$ cat src/floo_group_pkg.sv
// Shared widths, identifier types and stream structs of the group network
// Request and response structs on both sides of the packing, plus flit formats
package floo_group_pkg;

  localparam int unsigned NumTiles      = 2;
  localparam int unsigned TileIdWidth   = 1;
  localparam int unsigned BankRowWidth  = 8;  // 6 row bits, 2 bank bits
  localparam int unsigned TgtAddrWidth  = BankRowWidth + TileIdWidth;
  localparam int unsigned DataWidth     = 32;
  localparam int unsigned BeWidth       = DataWidth / 8;
  localparam int unsigned CoreIdWidth   = 3;
  localparam int unsigned MetaIdWidth   = 4;
  localparam int unsigned NumDirections = 5;

  typedef logic [TileIdWidth-1:0]  tile_id_t;
  typedef logic [BankRowWidth-1:0] bank_row_t;
  typedef logic [TgtAddrWidth-1:0] tgt_addr_t;  // Row, bank, tile
  typedef logic [DataWidth-1:0]    word_t;
  typedef logic [BeWidth-1:0]      be_t;
  typedef logic [CoreIdWidth-1:0]  core_id_t;
  typedef logic [MetaIdWidth-1:0]  meta_id_t;

  // Position of a group in the 4 by 4 mesh
  typedef struct packed {
    logic [1:0] x;
    logic [1:0] y;
  } group_xy_id_t;

  typedef enum logic [2:0] {
    Local = 3'd0,
    North = 3'd1,
    East  = 3'd2,
    South = 3'd3,
    West  = 3'd4
  } route_dir_e;

  typedef logic [West:North] link_bits_t;  // One bit per mesh link

  typedef struct packed {
    logic         wen;
    be_t          be;
    word_t        data;
    core_id_t     core_id;
    meta_id_t     meta_id;
    tgt_addr_t    tgt_addr;
    group_xy_id_t tgt_group;
  } tcdm_req_t;

  typedef struct packed {
    logic         wen;
    be_t          be;
    word_t        data;
    core_id_t     core_id;
    meta_id_t     meta_id;
    bank_row_t    tgt_addr;  // Tile bits already stripped
    tile_id_t     ini_tile;
    group_xy_id_t src_group;
  } tcdm_slv_req_t;

  typedef struct packed {
    word_t        data;
    core_id_t     core_id;
    meta_id_t     meta_id;
    tile_id_t     ini_tile;
    group_xy_id_t src_group;
  } tcdm_slv_resp_t;

  typedef struct packed {
    word_t    data;
    core_id_t core_id;
    meta_id_t meta_id;
  } tcdm_resp_t;

  typedef struct packed {
    group_xy_id_t dst_id;
    group_xy_id_t src_id;
    tile_id_t     src_tile;  // Steers the response crossbar on return
    tgt_addr_t    tgt_addr;
    core_id_t     core_id;
    meta_id_t     meta_id;
  } req_hdr_t;

  typedef struct packed {
    logic  wen;
    be_t   be;
    word_t data;
  } req_payload_t;

  typedef struct packed {
    req_hdr_t     hdr;
    req_payload_t payload;
  } req_flit_t;

  typedef struct packed {
    group_xy_id_t dst_id;
    tile_id_t     tile_id;
    core_id_t     core_id;
    meta_id_t     meta_id;
  } resp_hdr_t;

  typedef struct packed {
    word_t data;
  } resp_payload_t;

  typedef struct packed {
    resp_hdr_t     hdr;
    resp_payload_t payload;
  } resp_flit_t;

  // Flits on the four mesh links of one tile
  typedef req_flit_t  [West:North] req_links_t;
  typedef resp_flit_t [West:North] resp_links_t;

endpackage

$ cat src/rr_arbiter.sv
// Round-robin arbiter with a combinational one-hot grant
// The grant holds while the winner waits for ready
module rr_arbiter #(
  parameter int unsigned NumReq = 4
) (
  input  logic              clk_i,
  input  logic              reset_i,
  input  logic [NumReq-1:0] req_i,
  output logic [NumReq-1:0] grant_o,
  output logic              valid_o,
  input  logic              ready_i
);

  localparam int unsigned IdxWidth = (NumReq > 1) ? $clog2(NumReq) : 1;

  logic [IdxWidth-1:0] ptr_q, win_idx;
  logic [NumReq-1:0]   rr_grant, held_grant_q;
  logic                lock_q;

  // First requester at or after the pointer
  always_comb begin
    int unsigned idx;
    logic        found;
    found    = 1'b0;
    rr_grant = '0;
    for (int unsigned off = 0; off < NumReq; off++) begin
      idx = (ptr_q + off) % NumReq;
      if (!found && req_i[idx]) begin
        found         = 1'b1;
        rr_grant[idx] = 1'b1;
      end
    end
  end

  assign grant_o = lock_q ? held_grant_q : rr_grant;  // Keep the stalled winner
  assign valid_o = |req_i;

  always_comb begin
    win_idx = '0;
    for (int unsigned i = 0; i < NumReq; i++) begin
      if (grant_o[i]) win_idx = IdxWidth'(i);
    end
  end

  always_ff @(posedge clk_i) begin
    if (reset_i) begin
      ptr_q  <= '0;
      lock_q <= 1'b0;
    end else begin
      lock_q <= valid_o && !ready_i;
      if (valid_o && ready_i) begin
        ptr_q <= (win_idx == IdxWidth'(NumReq - 1)) ? '0 : win_idx + 1'b1;
      end
    end
  end

  always_ff @(posedge clk_i) begin
    held_grant_q <= grant_o;
  end

endmodule

$ cat src/tile_xbar.sv
// Crossbar from the local router outputs to the tiles of the group
// Each output round-robins among the inputs that select it
module tile_xbar #(
  parameter type flit_t = floo_group_pkg::req_flit_t
) (
  input  logic                                             clk_i,
  input  logic                                             reset_i,
  // From the routers
  input  flit_t                    [floo_group_pkg::NumTiles-1:0] data_i,
  input  floo_group_pkg::tile_id_t [floo_group_pkg::NumTiles-1:0] sel_i,
  input  logic                     [floo_group_pkg::NumTiles-1:0] valid_i,
  output logic                     [floo_group_pkg::NumTiles-1:0] ready_o,
  // To the tiles
  output flit_t                    [floo_group_pkg::NumTiles-1:0] data_o,
  output logic                     [floo_group_pkg::NumTiles-1:0] valid_o,
  input  logic                     [floo_group_pkg::NumTiles-1:0] ready_i
);

  import floo_group_pkg::*;

  // Indexed [output][input]
  logic [NumTiles-1:0][NumTiles-1:0] arb_req;
  logic [NumTiles-1:0][NumTiles-1:0] arb_grant;

  for (genvar o = 0; o < NumTiles; o++) begin : gen_out
    for (genvar i = 0; i < NumTiles; i++) begin : gen_req
      assign arb_req[o][i] = valid_i[i] && (sel_i[i] == tile_id_t'(o));
    end

    rr_arbiter #(
      .NumReq (NumTiles)
    ) i_tile_arb (
      .clk_i   (clk_i),
      .reset_i (reset_i),
      .req_i   (arb_req[o]),
      .grant_o (arb_grant[o]),
      .valid_o (valid_o[o]),
      .ready_i (ready_i[o])
    );
  end

  for (genvar i = 0; i < NumTiles; i++) begin : gen_in
    assign ready_o[i] = ready_i[sel_i[i]] && arb_grant[sel_i[i]][i];  // Only the winner moves
  end

  always_comb begin
    data_o = '0;
    for (int o = 0; o < NumTiles; o++) begin
      for (int i = 0; i < NumTiles; i++) begin
        if (arb_grant[o][i]) begin
          data_o[o] = data_i[i];
        end
      end
    end
  end

endmodule

$ cat config.mk
export PLATFORM = sky130hd
export DESIGN_NAME = tile_xbar
export DESIGN_NICKNAME = d
export VERILOG_FILES = /design/src/floo_group_pkg.sv /design/src/rr_arbiter.sv /design/src/tile_xbar.sv
export SDC_FILE = /design/constraint.sdc
export NUM_CORES = 1
export LEC_CHECK = 0
export ABC_AREA = 1
export BUFFER_PORTS_ARGS = -buffer_cell sky130_fd_sc_hd__buf_4
export CORE_AREA = 2 2 102 104
export DETAILED_ROUTE_END_ITERATION = 16
export DIE_AREA = 0 0 104 106
export PLACE_DENSITY_LB_ADDON = 0.12
export REMOVE_ABC_BUFFERS = 1
export SETUP_SLACK_MARGIN = 0.5
export SLEW_MARGIN = 10
export SYNTH_ARGS = -nofsm -noshare
export SYNTH_HDL_FRONTEND = slang
export SYNTH_SLANG_ARGS = --single-unit
$ cat constraint.sdc
create_clock -name clk_i -period 1.9 [get_ports clk_i]
set_clock_uncertainty 0.05 [all_clocks]
set_input_delay 0.19 -clock clk_i [delete_from_list [all_inputs] [get_ports clk_i]]
set_output_delay 0.19 -clock clk_i [all_outputs]
set_load 0.005 [all_outputs]
# == Word-level counts from Yosys, hierarchy flattened ==
# Index checks and enable logic that the tools add are counted.
# totals
elab_cells,86
register_bits,8
# classes
addsub,4
muxes,40
bitwise_logic,4
reduce_logical,22
order_cmp,10
# ops
operator,n
$mux W62,4
$mux W1,24
$logic_and A1 B1 Y1,16
$mux W2,8
$lt A1 B2 Y1 const B,6
$add A1 B1 Y1 const B,4
$demux W1 S1,4
$ge A1 B1 Y1 const B,4
$logic_not A1 Y1,4
$or A2 B2 Y2,2
$reduce_or A2 Y1,2
$not A1 Y1,2

# == Logic depth before layout (Yosys ltp) ==
# logic_depth
word_depth,12
mapped_depth,9

# == By module ==
# From an unflattened synthesis, not the netlist that was laid out.
# unflattened
hier_cells,482
hier_area_um2,2377.3
# by_module_without_submodules
module,n_inst,area_each_um2,cells_per_inst
tile_xbar,1,2011.9,430
rr_arbiter,2,182.7,26

# == Worst setup path before layout ==
# OpenSTA, ideal clock, no wires.
# synth_path
path_kind,register -> output
startpoint,register gen_out[1].i_tile_arb.lock_q
endpoint,output port data_o[113] in the netlist's numbering
setup_slack_ns,0.524
stages_incl_launch_ff,7
arrival_time_ns,1.136
path_buffers,2
cell_sequence,dfxtp_1 -> inv_2 -> or2_1 -> clkbuf_1 -> buf_1 -> nand4_1 -> nand2_1
# synth_lines
element,line,text
from (decl),rr_arbiter.sv:18,logic lock_q;
from (signal assigned),rr_arbiter.sv:50,lock_q <= valid_o && !ready_i;
to (decl),tile_xbar.sv:14,"output flit_t [floo_group_pkg::NumTiles-1:0] data_o,"

==> metrics.log <==
INFO  metric num_rows = 37
INFO  metric hold-path-cell-count = 2
INFO  metric synth_register_bits = 8
INFO  metric layout-drive-gt1-share = 58.0%
INFO  metric achievable-frequency = 0.563 GHz
INFO  metric cell_type_contributing_the_most_total_cell_area_after_synthesis = sky130_fd_sc_hd__nand2_1
INFO  metric cts.sink_count = 8
INFO  metric power.internal = 1.31 mW
INFO  metric comb_power_share = 82.3%
INFO  metric yosys-mux-area-fraction = 0%
INFO  metric cts.htree.levels = 1
INFO  metric gr_usage_total = 25.4%
INFO  metric synthDominantCellAreaShare = 44.4%
INFO  metric synth_compound_area_share = 1.95%
INFO  metric post_synth_instance_area = 0.00225 mm2
INFO  metric power.switching_fraction = 41.5%
INFO  metric ctsRootBufferMaster = sky130_fd_sc_hd__clkbuf_8
INFO  metric synth-simple-area-share = 78.7%
INFO  metric tritoncts_buffers = 3
INFO  metric yosysWarningCount = 0
INFO  metric crit_slowest_cell = sky130_fd_sc_hd__dfxtp_1
INFO  metric drv_slew = 0
INFO  metric stdcell_area = 0.00607 mm2
INFO  metric drt_pass1_iterations = 4
INFO  metric final.setup.tns = 0 ns
INFO  metric clock_power_share = 9.3%
INFO  metric route.detailed.vias_per_inst = 5.27
INFO  metric clk_latency = 0.23 ns
INFO  metric cts_hold_buf = 0
INFO  metric grt_max_degree = 26
INFO  metric gp_congestion = 0.896
INFO  metric hold_viol_final = 0
INFO  metric critical_path_arrival = 1.54 ns
INFO  metric cts.reportedPaths.clkPinSlew = 0.04 ns
INFO  metric yosys.area_share.xor_xnor = 0%
INFO  metric dpl.hpwl = 9600 um
INFO  metric regToRegEndpoint = gen_out[0].i_tile_arb.ptr_q$_SDFFE_PP0P_
INFO  metric tritoncts_clock_tree = built
INFO  metric switching_power = 0.931 mW
INFO  metric worstSetupEndpointType = output port
INFO  metric die-height = 106 um
INFO  metric timing_worst_slew_pin_value = 0.209 ns
INFO  metric power.ir.vdd_worst = 0.185 mV
INFO  metric 1st_iter_drt_viols = 282
INFO  metric timing.reg2reg.setup_slack = 0.49 ns
INFO  metric cp_data_required_time = 1.66 ns
INFO  metric p_per_area = 369 mW/mm2
INFO  metric hold_slack = 0.0950 ns
INFO  metric crit_chain = inv_2 > nand3_4 > a21oi_4 > buf_12 > buf_12 > nand4_1 > nand2_1 > buf_4
INFO  metric synth_sequential_area_ratio = 7.13%
INFO  metric cts-root-to-sink-buffers = 2
INFO  metric criticalPathCategory = flop to output port
INFO  metric die_w = 104 um
INFO  metric first_global_vias = 4,245
INFO  metric wl = 17,400 um
INFO  metric critical-path-max-stage-delay = 0.30 ns
INFO  metric max-cap-violations = 0
INFO  metric run_status = complete, no violations
INFO  metric antenna_cells_inserted = 0
INFO  metric coreArea = 0.0100 mm2
INFO  metric netlist_top_cells_area = sky130_fd_sc_hd__nand2_1 (44%), sky130_fd_sc_hd__nand4_1 (17%), sky130_fd_sc_hd__nand3_1 (15%)
INFO  metric timing.critical_path.mode_cell = sky130_fd_sc_hd__buf_12
INFO  metric pwr-share-seq = 8.4%
INFO  metric worstHoldPathType = input port to flop
INFO  metric setup.worst_path.start_class = flop
INFO  metric critical_path_peak_fanout = 10
INFO  metric wl_per_cell = 19.8 um
INFO  metric post-route-min-period = 1.78 ns
INFO  metric crit_start = gen_out[1].i_tile_arb.ptr_q$_SDFFE_PP0P_
INFO  metric io_pins = 260
INFO  metric detail-route-antenna-nets = 0
INFO  metric dieArea = 0.0110 mm2
INFO  metric timing.rr.start = gen_out[0].i_tile_arb.lock_q$_SDFF_PP0_
INFO  metric synth_area_per_cell = 4.75 um2
INFO  metric final_critical_path_setup_slack = 0.123 ns
INFO  metric port_buffers = 259
INFO  metric number_of_nets_in_the_final_layout = 879
INFO  metric initial_core_util = 22.5%
INFO  metric setup_viol_count_final = 0
INFO  metric synth_top_family_by_area = simple AND/OR/NAND/NOR gates
INFO  metric globalRouteOverflowTotal = 0
INFO  metric layout.filler_cells = 911
INFO  metric placed_cell_area = 0.00434 mm2
INFO  metric vias = 4,645
INFO  metric worstRegToRegCells = 7
INFO  metric syn_inst = 473
INFO  metric grt_setup_unrepaired = true
INFO  metric synthAdderAreaFrac = 0%
INFO  metric leakagePower = 3.25 nW
INFO  metric drc = 0
INFO  metric pre_cts_ws = 0.229 ns
INFO  metric antenna_found_initial = 0
INFO  metric flow.area_growth_from_synthesis = 170%
INFO  metric final_worst_path_cycle_share = 93.5%
INFO  metric grt_pass1_wl = 22,900 um
INFO  metric unique_cell_type_count_in_the_yosys_netlist = 21
INFO  metric slew_limit_headroom = 86.1%
INFO  metric crit_end = data_o[73]
## layout make-up
class                           instances  area (um2)  share of cell area [%]
Clock buffer                            3        41.3                   0.680
Inverter                                8        47.5                   0.783
Tap cell                              136         170                    2.80
Multi-Input combinational cell        411        2450                    40.4
Sequential cell                         8         169                    2.78
Timing Repair Buffer                  315        3200                    52.6
## synth_stat cells
cell and count:
sky130_fd_sc_hd__nor3b_1 2, sky130_fd_sc_hd__inv_2 2, sky130_fd_sc_hd__nand2_2 1, sky130_fd_sc_hd__buf_1 1
sky130_fd_sc_hd__or2_1 1, sky130_fd_sc_hd__buf_2 30, sky130_fd_sc_hd__o21ai_0 2, sky130_fd_sc_hd__o21ai_1 1
sky130_fd_sc_hd__dfxtp_1 8, sky130_fd_sc_hd__a21o_1 1, sky130_fd_sc_hd__nand2_1 266, sky130_fd_sc_hd__nand4_1 62
sky130_fd_sc_hd__o21a_1 1, sky130_fd_sc_hd__a21oi_2 1, sky130_fd_sc_hd__nand3_1 68, sky130_fd_sc_hd__inv_1 5
sky130_fd_sc_hd__clkbuf_1 6, sky130_fd_sc_hd__clkinv_1 1, sky130_fd_sc_hd__buf_4 9, sky130_fd_sc_hd__nor2_1 4
sky130_fd_sc_hd__a21oi_1 1
## critical path, delay by kind of cell (launching register included)
| kind | cells | cell delay, ns |
|---|---|---|
| compound gates | 1 | 0.20 |
| buf+inv | 4 | 0.50 |
| simple gates | 3 | 0.30 |
| flops | 1 | 0.30 |
## worst min path at each step
stage          slack, ns                                 endpoint  startpoint
2_1_floorplan       0.22  gen_out[0].i_tile_arb.lock_q$_SDFF_PP0_  ready_i[0]
3_3_place_gp        0.34  gen_out[1].i_tile_arb.lock_q$_SDFF_PP0_  ready_i[1]
3_5_place_dp        0.34  gen_out[1].i_tile_arb.lock_q$_SDFF_PP0_     reset_i
4_1_cts              0.1  gen_out[1].i_tile_arb.lock_q$_SDFF_PP0_     reset_i
5_1_grt             0.10  gen_out[1].i_tile_arb.lock_q$_SDFF_PP0_     reset_i
6_report            0.09  gen_out[1].i_tile_arb.lock_q$_SDFF_PP0_     reset_i
## metal layers
layer,vias up,wire [um],GRT usage [%]
li1,2135,-,-
met1,2225,6710,30.3
met2,248,8870,47.2
met3,37,1340,4.17
met4,0,486,6.37
met5,-,0,0
## cells by family (layout without fill, tap and decap cells)
family / Yosys count / in the layout
and+or+nand+nor: 404 / 404
buffers and inverters: 54 / 326
DFF: 8 / 8
AOI/OAI and AO/OA: 7 / 7
## power groups by stage
stage	clock network (mW)	logic (mW)	registers, mW
finish	0.208	1.84	0.189
global route	0.219	1.95	0.191
CTS	0.210	1.46	0.188
detailed placement	0	1.29	0.188
global placement	0	1.28	0.188
floorplan	0	0.437	0.187
## placed cells by master, fill, tap and decap left out, types with 5 or more instances in the layout
cell / synthesis / layout
sky130_fd_sc_hd__nand2_4: 0 / 10
sky130_fd_sc_hd__nand3_1: 68 / 17
sky130_fd_sc_hd__buf_4: 9 / 231
sky130_fd_sc_hd__nand4_1: 62 / 62
sky130_fd_sc_hd__nand3_4: 0 / 19
sky130_fd_sc_hd__nand2_2: 1 / 38
sky130_fd_sc_hd__nand3_2: 0 / 32
sky130_fd_sc_hd__buf_8: 0 / 5
sky130_fd_sc_hd__clkbuf_16: 0 / 15
sky130_fd_sc_hd__buf_12: 0 / 14
sky130_fd_sc_hd__dfxtp_1: 8 / 5
sky130_fd_sc_hd__nand2_1: 266 / 217
sky130_fd_sc_hd__buf_16: 0 / 9
sky130_fd_sc_hd__buf_6: 0 / 40
## flip-flops by register name, indices dropped and copies added, names as in the netlist
signal and count:
gen_out.i_tile_arb.lock_q 2, gen_out.i_tile_arb.held_grant_q 4, gen_out.i_tile_arb.ptr_q 2
## stage by stage
step                      std cells  total power [mW]  utilization [%]
after global placement          838              1.47             43.4
after CTS                       855              1.86             48.3
final                           881              2.24             60.7
after detailed placement        838              1.47             43.4
after floorplan                 427             0.625                -
after global routing            881              2.36             60.7
## repair_timing
action,4_1_cts,5_1_grt
pin swaps,5,47
cloned,10,20
endpoints found under the setup margin,126,126
gates resized for setup,42,177
setup buffers,4,6
No activity file was read; power rests on OpenSTA's default activity.
