==> config.mk <==
export PLATFORM = sky130hd
export DESIGN_NAME = floo_xy_router
export DESIGN_NICKNAME = d
export VERILOG_FILES = /design/src/floo_group_pkg.sv /design/src/stream_fifo.sv /design/src/rr_arbiter.sv /design/src/floo_xy_router.sv
export SDC_FILE = /design/constraint.sdc
export NUM_CORES = 2
export LEC_CHECK = 0
export ABC_AREA = 1
export BUFFER_PORTS_ARGS = -buffer_cell sky130_fd_sc_hd__buf_4
export CAP_MARGIN = 15
export CORE_MARGIN = 2
export CORE_UTILIZATION = 29
export CTS_BUF_LIST = sky130_fd_sc_hd__clkbuf_8
export DETAILED_ROUTE_END_ITERATION = 8
export SETUP_SLACK_MARGIN = 0.4
export SLEW_MARGIN = 20
export SYNTH_ARGS = -nofsm -noshare
export SYNTH_HDL_FRONTEND = slang
export SYNTH_HIERARCHICAL = 1
export SYNTH_SLANG_ARGS = --single-unit
==> constraint.sdc <==
create_clock -name clk_i -period 7.4 [get_ports clk_i]
set_clock_uncertainty 0.05 [all_clocks]
set_input_delay 1.48 -clock clk_i [delete_from_list [all_inputs] [get_ports clk_i]]
set_output_delay 1.48 -clock clk_i [all_outputs]
set_load 0.02 [all_outputs]
==> src/floo_group_pkg.sv <==
// Shared widths, identifier types and stream structs of the group network
// Request and response structs on both sides of the packing, plus flit formats
package floo_group_pkg;

  localparam int unsigned NumTiles      = 2;
  localparam int unsigned TileIdWidth   = 1;
  localparam int unsigned BankRowWidth  = 8;  // 6 row bits, 2 bank bits
  localparam int unsigned TgtAddrWidth  = BankRowWidth + TileIdWidth;
  localparam int unsigned DataWidth     = 32;
  localparam int unsigned BeWidth       = DataWidth / 8;
  localparam int unsigned CoreIdWidth   = 3;
  localparam int unsigned MetaIdWidth   = 4;
  localparam int unsigned NumDirections = 5;

  typedef logic [TileIdWidth-1:0]  tile_id_t;
  typedef logic [BankRowWidth-1:0] bank_row_t;
  typedef logic [TgtAddrWidth-1:0] tgt_addr_t;  // Row, bank, tile
  typedef logic [DataWidth-1:0]    word_t;
  typedef logic [BeWidth-1:0]      be_t;
  typedef logic [CoreIdWidth-1:0]  core_id_t;
  typedef logic [MetaIdWidth-1:0]  meta_id_t;

  // Position of a group in the 4 by 4 mesh
  typedef struct packed {
    logic [1:0] x;
    logic [1:0] y;
  } group_xy_id_t;

  typedef enum logic [2:0] {
    Local = 3'd0,
    North = 3'd1,
    East  = 3'd2,
    South = 3'd3,
    West  = 3'd4
  } route_dir_e;

  typedef logic [West:North] link_bits_t;  // One bit per mesh link

  typedef struct packed {
    logic         wen;
    be_t          be;
    word_t        data;
    core_id_t     core_id;
    meta_id_t     meta_id;
    tgt_addr_t    tgt_addr;
    group_xy_id_t tgt_group;
  } tcdm_req_t;

  typedef struct packed {
    logic         wen;
    be_t          be;
    word_t        data;
    core_id_t     core_id;
    meta_id_t     meta_id;
    bank_row_t    tgt_addr;  // Tile bits already stripped
    tile_id_t     ini_tile;
    group_xy_id_t src_group;
  } tcdm_slv_req_t;

  typedef struct packed {
    word_t        data;
    core_id_t     core_id;
    meta_id_t     meta_id;
    tile_id_t     ini_tile;
    group_xy_id_t src_group;
  } tcdm_slv_resp_t;

  typedef struct packed {
    word_t    data;
    core_id_t core_id;
    meta_id_t meta_id;
  } tcdm_resp_t;

  typedef struct packed {
    group_xy_id_t dst_id;
    group_xy_id_t src_id;
    tile_id_t     src_tile;  // Steers the response crossbar on return
    tgt_addr_t    tgt_addr;
    core_id_t     core_id;
    meta_id_t     meta_id;
  } req_hdr_t;

  typedef struct packed {
    logic  wen;
    be_t   be;
    word_t data;
  } req_payload_t;

  typedef struct packed {
    req_hdr_t     hdr;
    req_payload_t payload;
  } req_flit_t;

  typedef struct packed {
    group_xy_id_t dst_id;
    tile_id_t     tile_id;
    core_id_t     core_id;
    meta_id_t     meta_id;
  } resp_hdr_t;

  typedef struct packed {
    word_t data;
  } resp_payload_t;

  typedef struct packed {
    resp_hdr_t     hdr;
    resp_payload_t payload;
  } resp_flit_t;

  // Flits on the four mesh links of one tile
  typedef req_flit_t  [West:North] req_links_t;
  typedef resp_flit_t [West:North] resp_links_t;

endpackage

==> src/stream_fifo.sv <==
// Small circular-buffer FIFO with valid/ready handshakes on both sides
module stream_fifo #(
  parameter int unsigned Depth = 2,
  parameter type         data_t = logic
) (
  input  logic  clk_i,
  input  logic  reset_i,
  input  data_t data_i,
  input  logic  valid_i,
  output logic  ready_o,
  output data_t data_o,
  output logic  valid_o,
  input  logic  ready_i
);

  localparam int unsigned PtrWidth = (Depth > 1) ? $clog2(Depth) : 1;
  localparam int unsigned CntWidth = $clog2(Depth + 1);

  data_t                mem [Depth];
  logic  [PtrWidth-1:0] wr_ptr_q, rd_ptr_q;
  logic  [CntWidth-1:0] count_q;
  logic                 push, pop;

  assign ready_o = (count_q != CntWidth'(Depth));  // Full blocks even with a pop
  assign valid_o = (count_q != '0);
  assign data_o  = mem[rd_ptr_q];
  assign push    = valid_i && ready_o;
  assign pop     = valid_o && ready_i;

  always_ff @(posedge clk_i) begin
    if (reset_i) begin
      wr_ptr_q <= '0;
      rd_ptr_q <= '0;
      count_q  <= '0;
    end else begin
      if (push) begin
        wr_ptr_q <= (wr_ptr_q == PtrWidth'(Depth - 1)) ? '0 : wr_ptr_q + 1'b1;
      end
      if (pop) begin
        rd_ptr_q <= (rd_ptr_q == PtrWidth'(Depth - 1)) ? '0 : rd_ptr_q + 1'b1;
      end
      count_q <= count_q + CntWidth'(push) - CntWidth'(pop);
    end
  end

  always_ff @(posedge clk_i) begin
    if (push) mem[wr_ptr_q] <= data_i;
  end

endmodule

==> src/rr_arbiter.sv <==
// Round-robin arbiter with a combinational one-hot grant
// The grant holds while the winner waits for ready
module rr_arbiter #(
  parameter int unsigned NumReq = 4
) (
  input  logic              clk_i,
  input  logic              reset_i,
  input  logic [NumReq-1:0] req_i,
  output logic [NumReq-1:0] grant_o,
  output logic              valid_o,
  input  logic              ready_i
);

  localparam int unsigned IdxWidth = (NumReq > 1) ? $clog2(NumReq) : 1;

  logic [IdxWidth-1:0] ptr_q, win_idx;
  logic [NumReq-1:0]   rr_grant, held_grant_q;
  logic                lock_q;

  // First requester at or after the pointer
  always_comb begin
    int unsigned idx;
    logic        found;
    found    = 1'b0;
    rr_grant = '0;
    for (int unsigned off = 0; off < NumReq; off++) begin
      idx = (ptr_q + off) % NumReq;
      if (!found && req_i[idx]) begin
        found         = 1'b1;
        rr_grant[idx] = 1'b1;
      end
    end
  end

  assign grant_o = lock_q ? held_grant_q : rr_grant;  // Keep the stalled winner
  assign valid_o = |req_i;

  always_comb begin
    win_idx = '0;
    for (int unsigned i = 0; i < NumReq; i++) begin
      if (grant_o[i]) win_idx = IdxWidth'(i);
    end
  end

  always_ff @(posedge clk_i) begin
    if (reset_i) begin
      ptr_q  <= '0;
      lock_q <= 1'b0;
    end else begin
      lock_q <= valid_o && !ready_i;
      if (valid_o && ready_i) begin
        ptr_q <= (win_idx == IdxWidth'(NumReq - 1)) ? '0 : win_idx + 1'b1;
      end
    end
  end

  always_ff @(posedge clk_i) begin
    held_grant_q <= grant_o;
  end

endmodule

==> src/floo_xy_router.sv <==
// Five-port mesh router with buffered inputs and XY dimension-order routing
// Port 0 is the local port, ports 1 to 4 are North, East, South and West
module floo_xy_router #(
  parameter type         flit_t    = floo_group_pkg::req_flit_t,
  parameter int unsigned FifoDepth = 2
) (
  input  logic                                           clk_i,
  input  logic                                           reset_i,
  input  floo_group_pkg::group_xy_id_t                   xy_id_i,
  // Incoming links
  input  flit_t [floo_group_pkg::NumDirections-1:0]      data_i,
  input  logic  [floo_group_pkg::NumDirections-1:0]      valid_i,
  output logic  [floo_group_pkg::NumDirections-1:0]      ready_o,
  // Outgoing links
  output flit_t [floo_group_pkg::NumDirections-1:0]      data_o,
  output logic  [floo_group_pkg::NumDirections-1:0]      valid_o,
  input  logic  [floo_group_pkg::NumDirections-1:0]      ready_i
);

  import floo_group_pkg::*;

  flit_t      [NumDirections-1:0]                    buf_data;
  logic       [NumDirections-1:0]                    buf_valid;
  logic       [NumDirections-1:0]                    buf_ready;
  route_dir_e [NumDirections-1:0]                    route;
  // Indexed [output][input]
  logic       [NumDirections-1:0][NumDirections-1:0] arb_req;
  logic       [NumDirections-1:0][NumDirections-1:0] arb_grant;

  // X first, then Y, then eject
  function automatic route_dir_e xy_route(group_xy_id_t dst, group_xy_id_t own);
    route_dir_e dir;
    if (dst.x > own.x) begin
      dir = East;
    end else if (dst.x < own.x) begin
      dir = West;
    end else if (dst.y > own.y) begin
      dir = North;
    end else if (dst.y < own.y) begin
      dir = South;
    end else begin
      dir = Local;
    end
    return dir;
  endfunction

  for (genvar i = 0; i < NumDirections; i++) begin : gen_input
    stream_fifo #(
      .Depth  (FifoDepth),
      .data_t (flit_t)
    ) i_in_fifo (
      .clk_i   (clk_i),
      .reset_i (reset_i),
      .data_i  (data_i[i]),
      .valid_i (valid_i[i]),
      .ready_o (ready_o[i]),
      .data_o  (buf_data[i]),
      .valid_o (buf_valid[i]),
      .ready_i (buf_ready[i])
    );

    assign route[i] = xy_route(buf_data[i].hdr.dst_id, xy_id_i);

    // Pop once the granted output takes the flit
    assign buf_ready[i] = ready_i[route[i]] && arb_grant[route[i]][i];
  end

  for (genvar o = 0; o < NumDirections; o++) begin : gen_output
    for (genvar i = 0; i < NumDirections; i++) begin : gen_req
      assign arb_req[o][i] = buf_valid[i] && (route[i] == o);
    end

    rr_arbiter #(
      .NumReq (NumDirections)
    ) i_out_arb (
      .clk_i   (clk_i),
      .reset_i (reset_i),
      .req_i   (arb_req[o]),
      .grant_o (arb_grant[o]),
      .valid_o (valid_o[o]),
      .ready_i (ready_i[o])
    );
  end

  // One-hot output mux
  always_comb begin
    data_o = '0;
    for (int o = 0; o < NumDirections; o++) begin
      for (int i = 0; i < NumDirections; i++) begin
        if (arb_grant[o][i]) begin
          data_o[o] = buf_data[i];
        end
      end
    end
  end

endmodule

Yosys cells after proc, flatten, opt, wreduce, memory -nomap -nowiden
Memory sizes are Yosys's and may differ from the RTL's. A register that Yosys moved wholly into a read port is not among the register bits.
Index checks and enable logic that the tools add are counted.
Widths: inputs -> output; s select.
{ "totals": {"register_bits": 65, "mem_bits_rw": 620, "output_inout_bits": 320, "elab_cells": 635, "n_memories": 5} }
{ "mem_list": {"columns": ["name", "words", "width", "read_ports", "rd_clocked_by_memory_dff", "write_ports", "line_no", "source"], "rows": [
  ["gen_input[0].i_in_fifo.mem", 2, 62, 1, 1, 1, "stream_fifo.sv:19", "data_t mem [Depth];"],
  ["gen_input[1].i_in_fifo.mem", 2, 62, 1, 1, 1, "stream_fifo.sv:19", null],
  ["gen_input[2].i_in_fifo.mem", 2, 62, 1, 1, 1, "stream_fifo.sv:19", null],
  ["gen_input[3].i_in_fifo.mem", 2, 62, 1, 1, 1, "stream_fifo.sv:19", null],
  ["gen_input[4].i_in_fifo.mem", 2, 62, 1, 1, 1, "stream_fifo.sv:19", null]
]} }
{ "classes": {"n_addsub": 45, "n_div": 25, "n_lt_le_gt_ge": 75, "n_eq_ne": 30, "mux": 270, "bitwise": 20, "n_reduce_logical": 135} }
{ "op_table": {"columns": ["operator", "n"], "rows": [
  ["$mux 62", 25],
  ["$ge 32x1->1 const B", 25],
  ["$lt 32x4->1 const B", 25],
  ["$mod 32x3->32 const B", 20],
  ["$mod 3x3->32 const B", 5],
  ["$mux 5", 31],
  ["$mux 1", 111],
  ["$or 5x5->5", 20],
  ["$logic_and 1x1->1", 95],
  ["$bmux 1 s3", 30],
  ["$bmux 5 s3", 5],
  ["$demux 1 s3", 25],
  ["$mux 3", 21],
  ["$mux 2", 21],
  ["$add 3x2->4 const B", 10],
  ["$eq 3x2->1 const B", 10],
  ["$eq 3x3->1 const B", 10],
  ["$logic_not 1->1", 25],
  ["$reduce_or 5->1", 5],
  ["$add 3x1->4 const B", 5],
  ["$add 3x3->4 const B", 5],
  ["$gt 2x2->1", 10],
  ["$lt 2x2->1", 10],
  ["$lt 3x4->1 const B", 5],
  ["9 further kinds", 46]
]} }

Longest topological paths before layout
{ "logic_depth": {"ltp_word": 29, "depth_mapped": 45, "mapped_depth_nobuf": 42} }

Cells and area by module
Netlist, hierarchy kept.
{ "by_module_without_submodules": {"columns": ["module", "instances", "cells_each", "area_per_inst_um2"], "rows": [
  ["stream_fifo", 5, 229, 5018.6],
  ["floo_xy_router", 1, 2494, 13166.4],
  ["rr_arbiter at gen_output[0].i_out_arb ...", 3, 405, 2570.0],
  ["rr_arbiter at gen_output[4].i_out_arb", 1, 428, 2695.1],
  ["rr_arbiter at gen_output[2].i_out_arb", 1, 405, 2478.6]
]} }

Worst setup path after synthesis
OpenSTA, ideal clock, no wires.
{ "synth_path": {"kind": "reg-to-output", "startpoint": "register gen_output[2].i_out_arb.ptr_q[0]", "endpoint": "output data_o[177] (netlist bit)", "t_arrival_ns": 5.014, "setup_slack_ns": 0.856, "path_stages_with_launch": 30, "n_path_buf": 5, "cell_sequence": "dfxtp_1 buf_4 clkbuf_1 inv_1 ha_1 buf_2 inv_1 ha_1 nor2_1 a21oi_4 xor2_2 ha_1 inv_1 o21ai_2 nand3_1 nand2_2 nand2_1 o21ai_1 nand3b_1 nor2_4 nand3_1 nand3_1 nand2_2 inv_1 buf_4 clkbuf_1 a21oi_1 a22oi_1 nand2_1 a22oi_1"} }
{ "synth_lines": {"columns": ["item", "line_no", "source"], "rows": [
  ["start, declared", "rr_arbiter.sv:16", "logic [IdxWidth-1:0] ptr_q, win_idx;"],
  ["start signal, assigned", "rr_arbiter.sv:52", "ptr_q <= (win_idx == IdxWidth'(NumReq - 1)) ? '0 : win_idx + 1'b1;"],
  ["end, declared", "floo_xy_router.sv:15", "output flit_t [floo_group_pkg::NumDirections-1:0] data_o,"]
]} }

==> metrics.md <==
| Metric | Value |
|---|---|
| Most frequent cell on the critical path | `sky130_fd_sc_hd__buf_6` |
| Die Span Y | `424 µm` |
| Arrival time of data at the critical path endpoint | `5770 ps` |
| Highest cell delay on the worst timing path | `440 ps` |
| Average footprint of a synthesized cell | `8.99 µm²` |
| Worst-path cell with the longest stage delay | `sky130_fd_sc_hd__a22oi_2` |
| Post-synthesis net count | `6205` |
| Die Width | `424 µm` |
| Global-route wire length before repair | `349000 µm` |
| TritonCTS clock tree | `built` |
| Type of the worst setup path | `reg -> out` |
| Max-Slew Margin vs Limit | `between 20% and 30%` |
| Max Slew Vio Count | `0` |
| H-tree levels | `3` |
| Class of the most critical hold timing path | `reg -> reg` |
| Relative area change from synthesis to final layout | `35.7%` |
| Share of layout cells above drive strength 1 | `between 30% and 40%` |
| Dominant register cell in the synthesized netlist | `sky130_fd_sc_hd__edfxtp_1` |
| Post-synthesis sequential area ratio | `39.1%` |
| Number of global-route vias before repair | `around 48000` |
| # DRC | `0` |
| Post-detailed-route via-to-cell ratio | `5.50` |
| Number of distinct library cell variants in the gate-level netlist after synthesis | `67` |
| Top Ports | `646` |
| Slew @ Worst Pin | `1070 ps` |
| Run status | `finished clean` |
| Max-capacitance violation count | `0` |
| Final setup vio count | `0` |
| Amount of wire on met2 after detailed routing | `121000 µm` |
| Pre-CTS setup slack | `-58.3 ps` |
| Combinational family with the most area after synthesis | `simple AND/OR/NAND/NOR gates` |
| WL/cell | `around 28 µm` |
| Uppermost signal routing layer after detailed routing | `met5` |
| Number of clock sinks seen by CTS | `690` |
| Routed wire length on met3 | `between 20000 and 25000 µm` |
| Total negative setup slack | `0 ps` |
| Clock root buffer master | `sky130_fd_sc_hd__clkbuf_8` |
| Number of antenna violations at the first check in global routing | `45` |
| Startpoint type of the worst setup path | `flip-flop` |
| Post-synthesis simple-gate area fraction | `19.3%` |
| Remaining global-route overflow | `0` |
| Global routing usage summed across all routing layers | `26.9%` |
| Detailed placement HPWL | `175000 µm` |
| FMAX | `~0.14 GHz` |
| Adder and majority gate portion of the synthesized area | `around 4.8%` |
| Port Buffers | `645` |
| Drt pass-1 iters | `7` |
| Final critical delay including setup and external delays | `7300 ps` |
| Clock transition time at the flip-flop clock pins of the worst setup and hold paths | `60 ps` |
| Hold bufs inserted after CTS | `0` |
| Multiplexer area fraction after synthesis | `9.03%` |
| TritonCTS buffer count | `approximately 120` |
| Placeable core region | `~180000 µm²` |
| Number of synthesis warnings | `6` |
| Antenna Violating Nets Remaining | `0` |
| Starting DRT DRC Count | `about 5600` |
| Maximum number of buffers from clock root to sink | `3` |
| # rows | `154` |
| Skew-Pair Late Insertion Delay | `890 ps` |
| Post-synth ARST share | `0%` |
| Final setup margin | `between 90 and 100 ps` |
| Synthesized instance count | `5687` |
| Initial Utilization | `29.1%` |
| Final period utilization | `98.7%` |
| Maximum fanout count along the critical path | `6` |
| Overall via count from detail_route | `50467` |
| RSZ-0062 raised after global routing | `true` |
| Fin nets | `7201` |
| Largest net degree at the start of global routing | `between 60 and 70` |
| Kind of end point of the critical path | `primary output` |
| Wire length after detailed routing | `259000 µm` |
| Die area | `180000 µm²` |
| Req. time, crit path | `5870 ps` |
| Hold Vio Cnt, Final | `0` |
| EDFF count, synth | `620` |
| Met1 Wirelength | `92100 µm` |
| Routability Congestion | `0.966` |
| Xor-xnor portion of the synthesized cell area | `0.519%` |
| Netlist Area Pre-Place | `51100 µm²` |
| Synth Register Bits | `just under 700` |
| Fraction of the mapped netlist area in compound gates | `19.0%` |
==> state kept, by name, indices dropped and copies added, names as in the netlist, named ones only <==
| register | cells |
|---|---|
| gen_input.i_in_fifo/mem | 620 |
| gen_output.i_out_arb/held_grant_q | 25 |
| gen_output.i_out_arb/lock_q | 5 |
| gen_output.i_out_arb/ptr_q | 15 |
| gen_input.i_in_fifo/rd_ptr_q | 5 |
| gen_input.i_in_fifo/wr_ptr_q | 5 |
| gen_input.i_in_fifo/count_q | 10 |
==> path summary, 6_finish.rpt <==
check / startpoint / endpoint / slack (ps) / cells after the start
max reg2reg: gen_output[3].i_out_arb/ptr_q[1]$_SDFFE_PP0P_ / gen_input[1].i_in_fifo/count_q[1]$_SDFF_PP0_ / 1700 / 42
min: gen_output[3].i_out_arb/held_grant_q[0]$_DFF_P_ / gen_output[3].i_out_arb/held_grant_q[0]$_DFF_P_ / 420 / 2
max: gen_output[3].i_out_arb/ptr_q[1]$_SDFFE_PP0P_ / data_o[221] / 100 / 31
min reg2reg: gen_output[3].i_out_arb/held_grant_q[0]$_DFF_P_ / gen_output[3].i_out_arb/held_grant_q[0]$_DFF_P_ / 420 / 2
==> synthesized netlist by cell type, drive strengths merged, types with 5 or more instances <==
master,number,area share [%]
a22oi,498,7.3
xnor2,5,0.086
nor3,45,0.45
clkinv,10,0.073
o2111ai,8,0.14
nand3b,7,0.10
nor2,315,2.9
o211ai,126,1.8
xor2,21,0.43
o31ai,12,0.18
dfxtp,70,2.7
nand4,53,0.66
nand2,1320,11
o221ai,7,0.12
o22ai,15,0.18
a21oi,731,7.4
or2,28,0.36
clkbuf,132,0.97
inv,539,4.0
a31oi,5,0.061
ha,188,4.6
nand3,263,3.5
buf,196,3.2
mux2,310,9.0
edfxtp,620,36
a211oi,11,0.16
o21ai,102,1.3
nor4,18,0.22
==> cell families (layout without fill, tap and decap cells) <==
| kind of cell | Yosys count | after routing |
|---|---|---|
| adder cells (fa/ha/maj) | 192 | 192 |
| XOR/XNOR | 26 | 26 |
| AO/OA/AOI/OAI | 1535 | 1535 |
| flip-flops | 690 | 690 |
| AND/OR/NAND/NOR | 2057 | 2057 |
| other | 0 | 39 |
| multiplexers | 310 | 310 |
| buffers and inverters | 877 | 1979 |
==> stage by stage <==
stage / area [µm²] / utilization, % / instances / hold WS [ps]
after floorplan: 51100 / - / 5687 / 375
after global placement: 60000 / 34.2 / 8658 / 392
after detailed placement: 60000 / 34.2 / 8658 / 396
after CTS: 66900 / 38.1 / 9070 / 417
after global routing: 69400 / 39.5 / 9159 / 435
final: 69400 / 39.5 / 9168 / 416
==> placed cells by master, fill, tap and decap left out, types with 37 or more instances in the layout <==
cell type                     n
sky130_fd_sc_hd__nand4_1     52
sky130_fd_sc_hd__edfxtp_1   620
sky130_fd_sc_hd__o21ai_0     37
sky130_fd_sc_hd__diode_2     39
sky130_fd_sc_hd__buf_4      905
sky130_fd_sc_hd__mux2_4     300
sky130_fd_sc_hd__o211ai_1   126
sky130_fd_sc_hd__nand3_1    182
sky130_fd_sc_hd__a22oi_2    171
sky130_fd_sc_hd__nor2_1     228
sky130_fd_sc_hd__clkbuf_8   120
sky130_fd_sc_hd__a21oi_1    702
sky130_fd_sc_hd__inv_2       63
sky130_fd_sc_hd__nand2_2    186
sky130_fd_sc_hd__buf_6      136
sky130_fd_sc_hd__nand3_2     59
sky130_fd_sc_hd__dfxtp_1     53
sky130_fd_sc_hd__nand2_1   1043
sky130_fd_sc_hd__inv_1      445
sky130_fd_sc_hd__buf_12      89
sky130_fd_sc_hd__ha_1       141
sky130_fd_sc_hd__nand2_4     86
sky130_fd_sc_hd__nor2_4      48
sky130_fd_sc_hd__a22oi_1    327
==> critical path, delay by kind of cell (launching register included) <==
family | cells | cell delay, ps
buf+inv | 10 | 1360
compound gates | 7 | 1150
simple gates | 9 | 870
flops | 1 | 360
fa+ha+maj | 3 | 810
xor+xnor | 2 | 320
==> area by class of cell <==
| cell class | count | area, µm² |
|---|---|---|
| Timing Repair Buffer | 1202 | 11900 |
| Clock buffer | 120 | 1650 |
| Antenna cell | 39 | 97.6 |
| Multi-Input combinational cell | 4120 | 29600 |
| Tap cell | 2340 | 2930 |
| Clock inverter | 107 | 910 |
| Fill cell | 17453 | 106000 |
| Sequential cell | 690 | 20100 |
| Timing Repair inverter | 1 | 8.76 |
| Inverter | 549 | 2280 |
==> repair_timing <==
| item | 4_1_cts | 5_1_grt |
|---|---|---|
| gates resized for setup | 518 | 395 |
| setup endpoints to repair | 310 | 310 |
| buffers inserted | 158 | 44 |
| pin swaps | 184 | 207 |
| cloned | 27 | 15 |
==> layer usage <==
metal  global-route usage [%]  vias to the layer above
met5                        0                        -
met4                     23.1                       20
met3                     5.20                      824
met2                     44.1                     2955
met1                     29.9                    24437
li1                         -                    22231
Power is left out: the tool's default activity adds up to more than one toggle a clock period on the data nets, which glitch-free logic cannot reach.
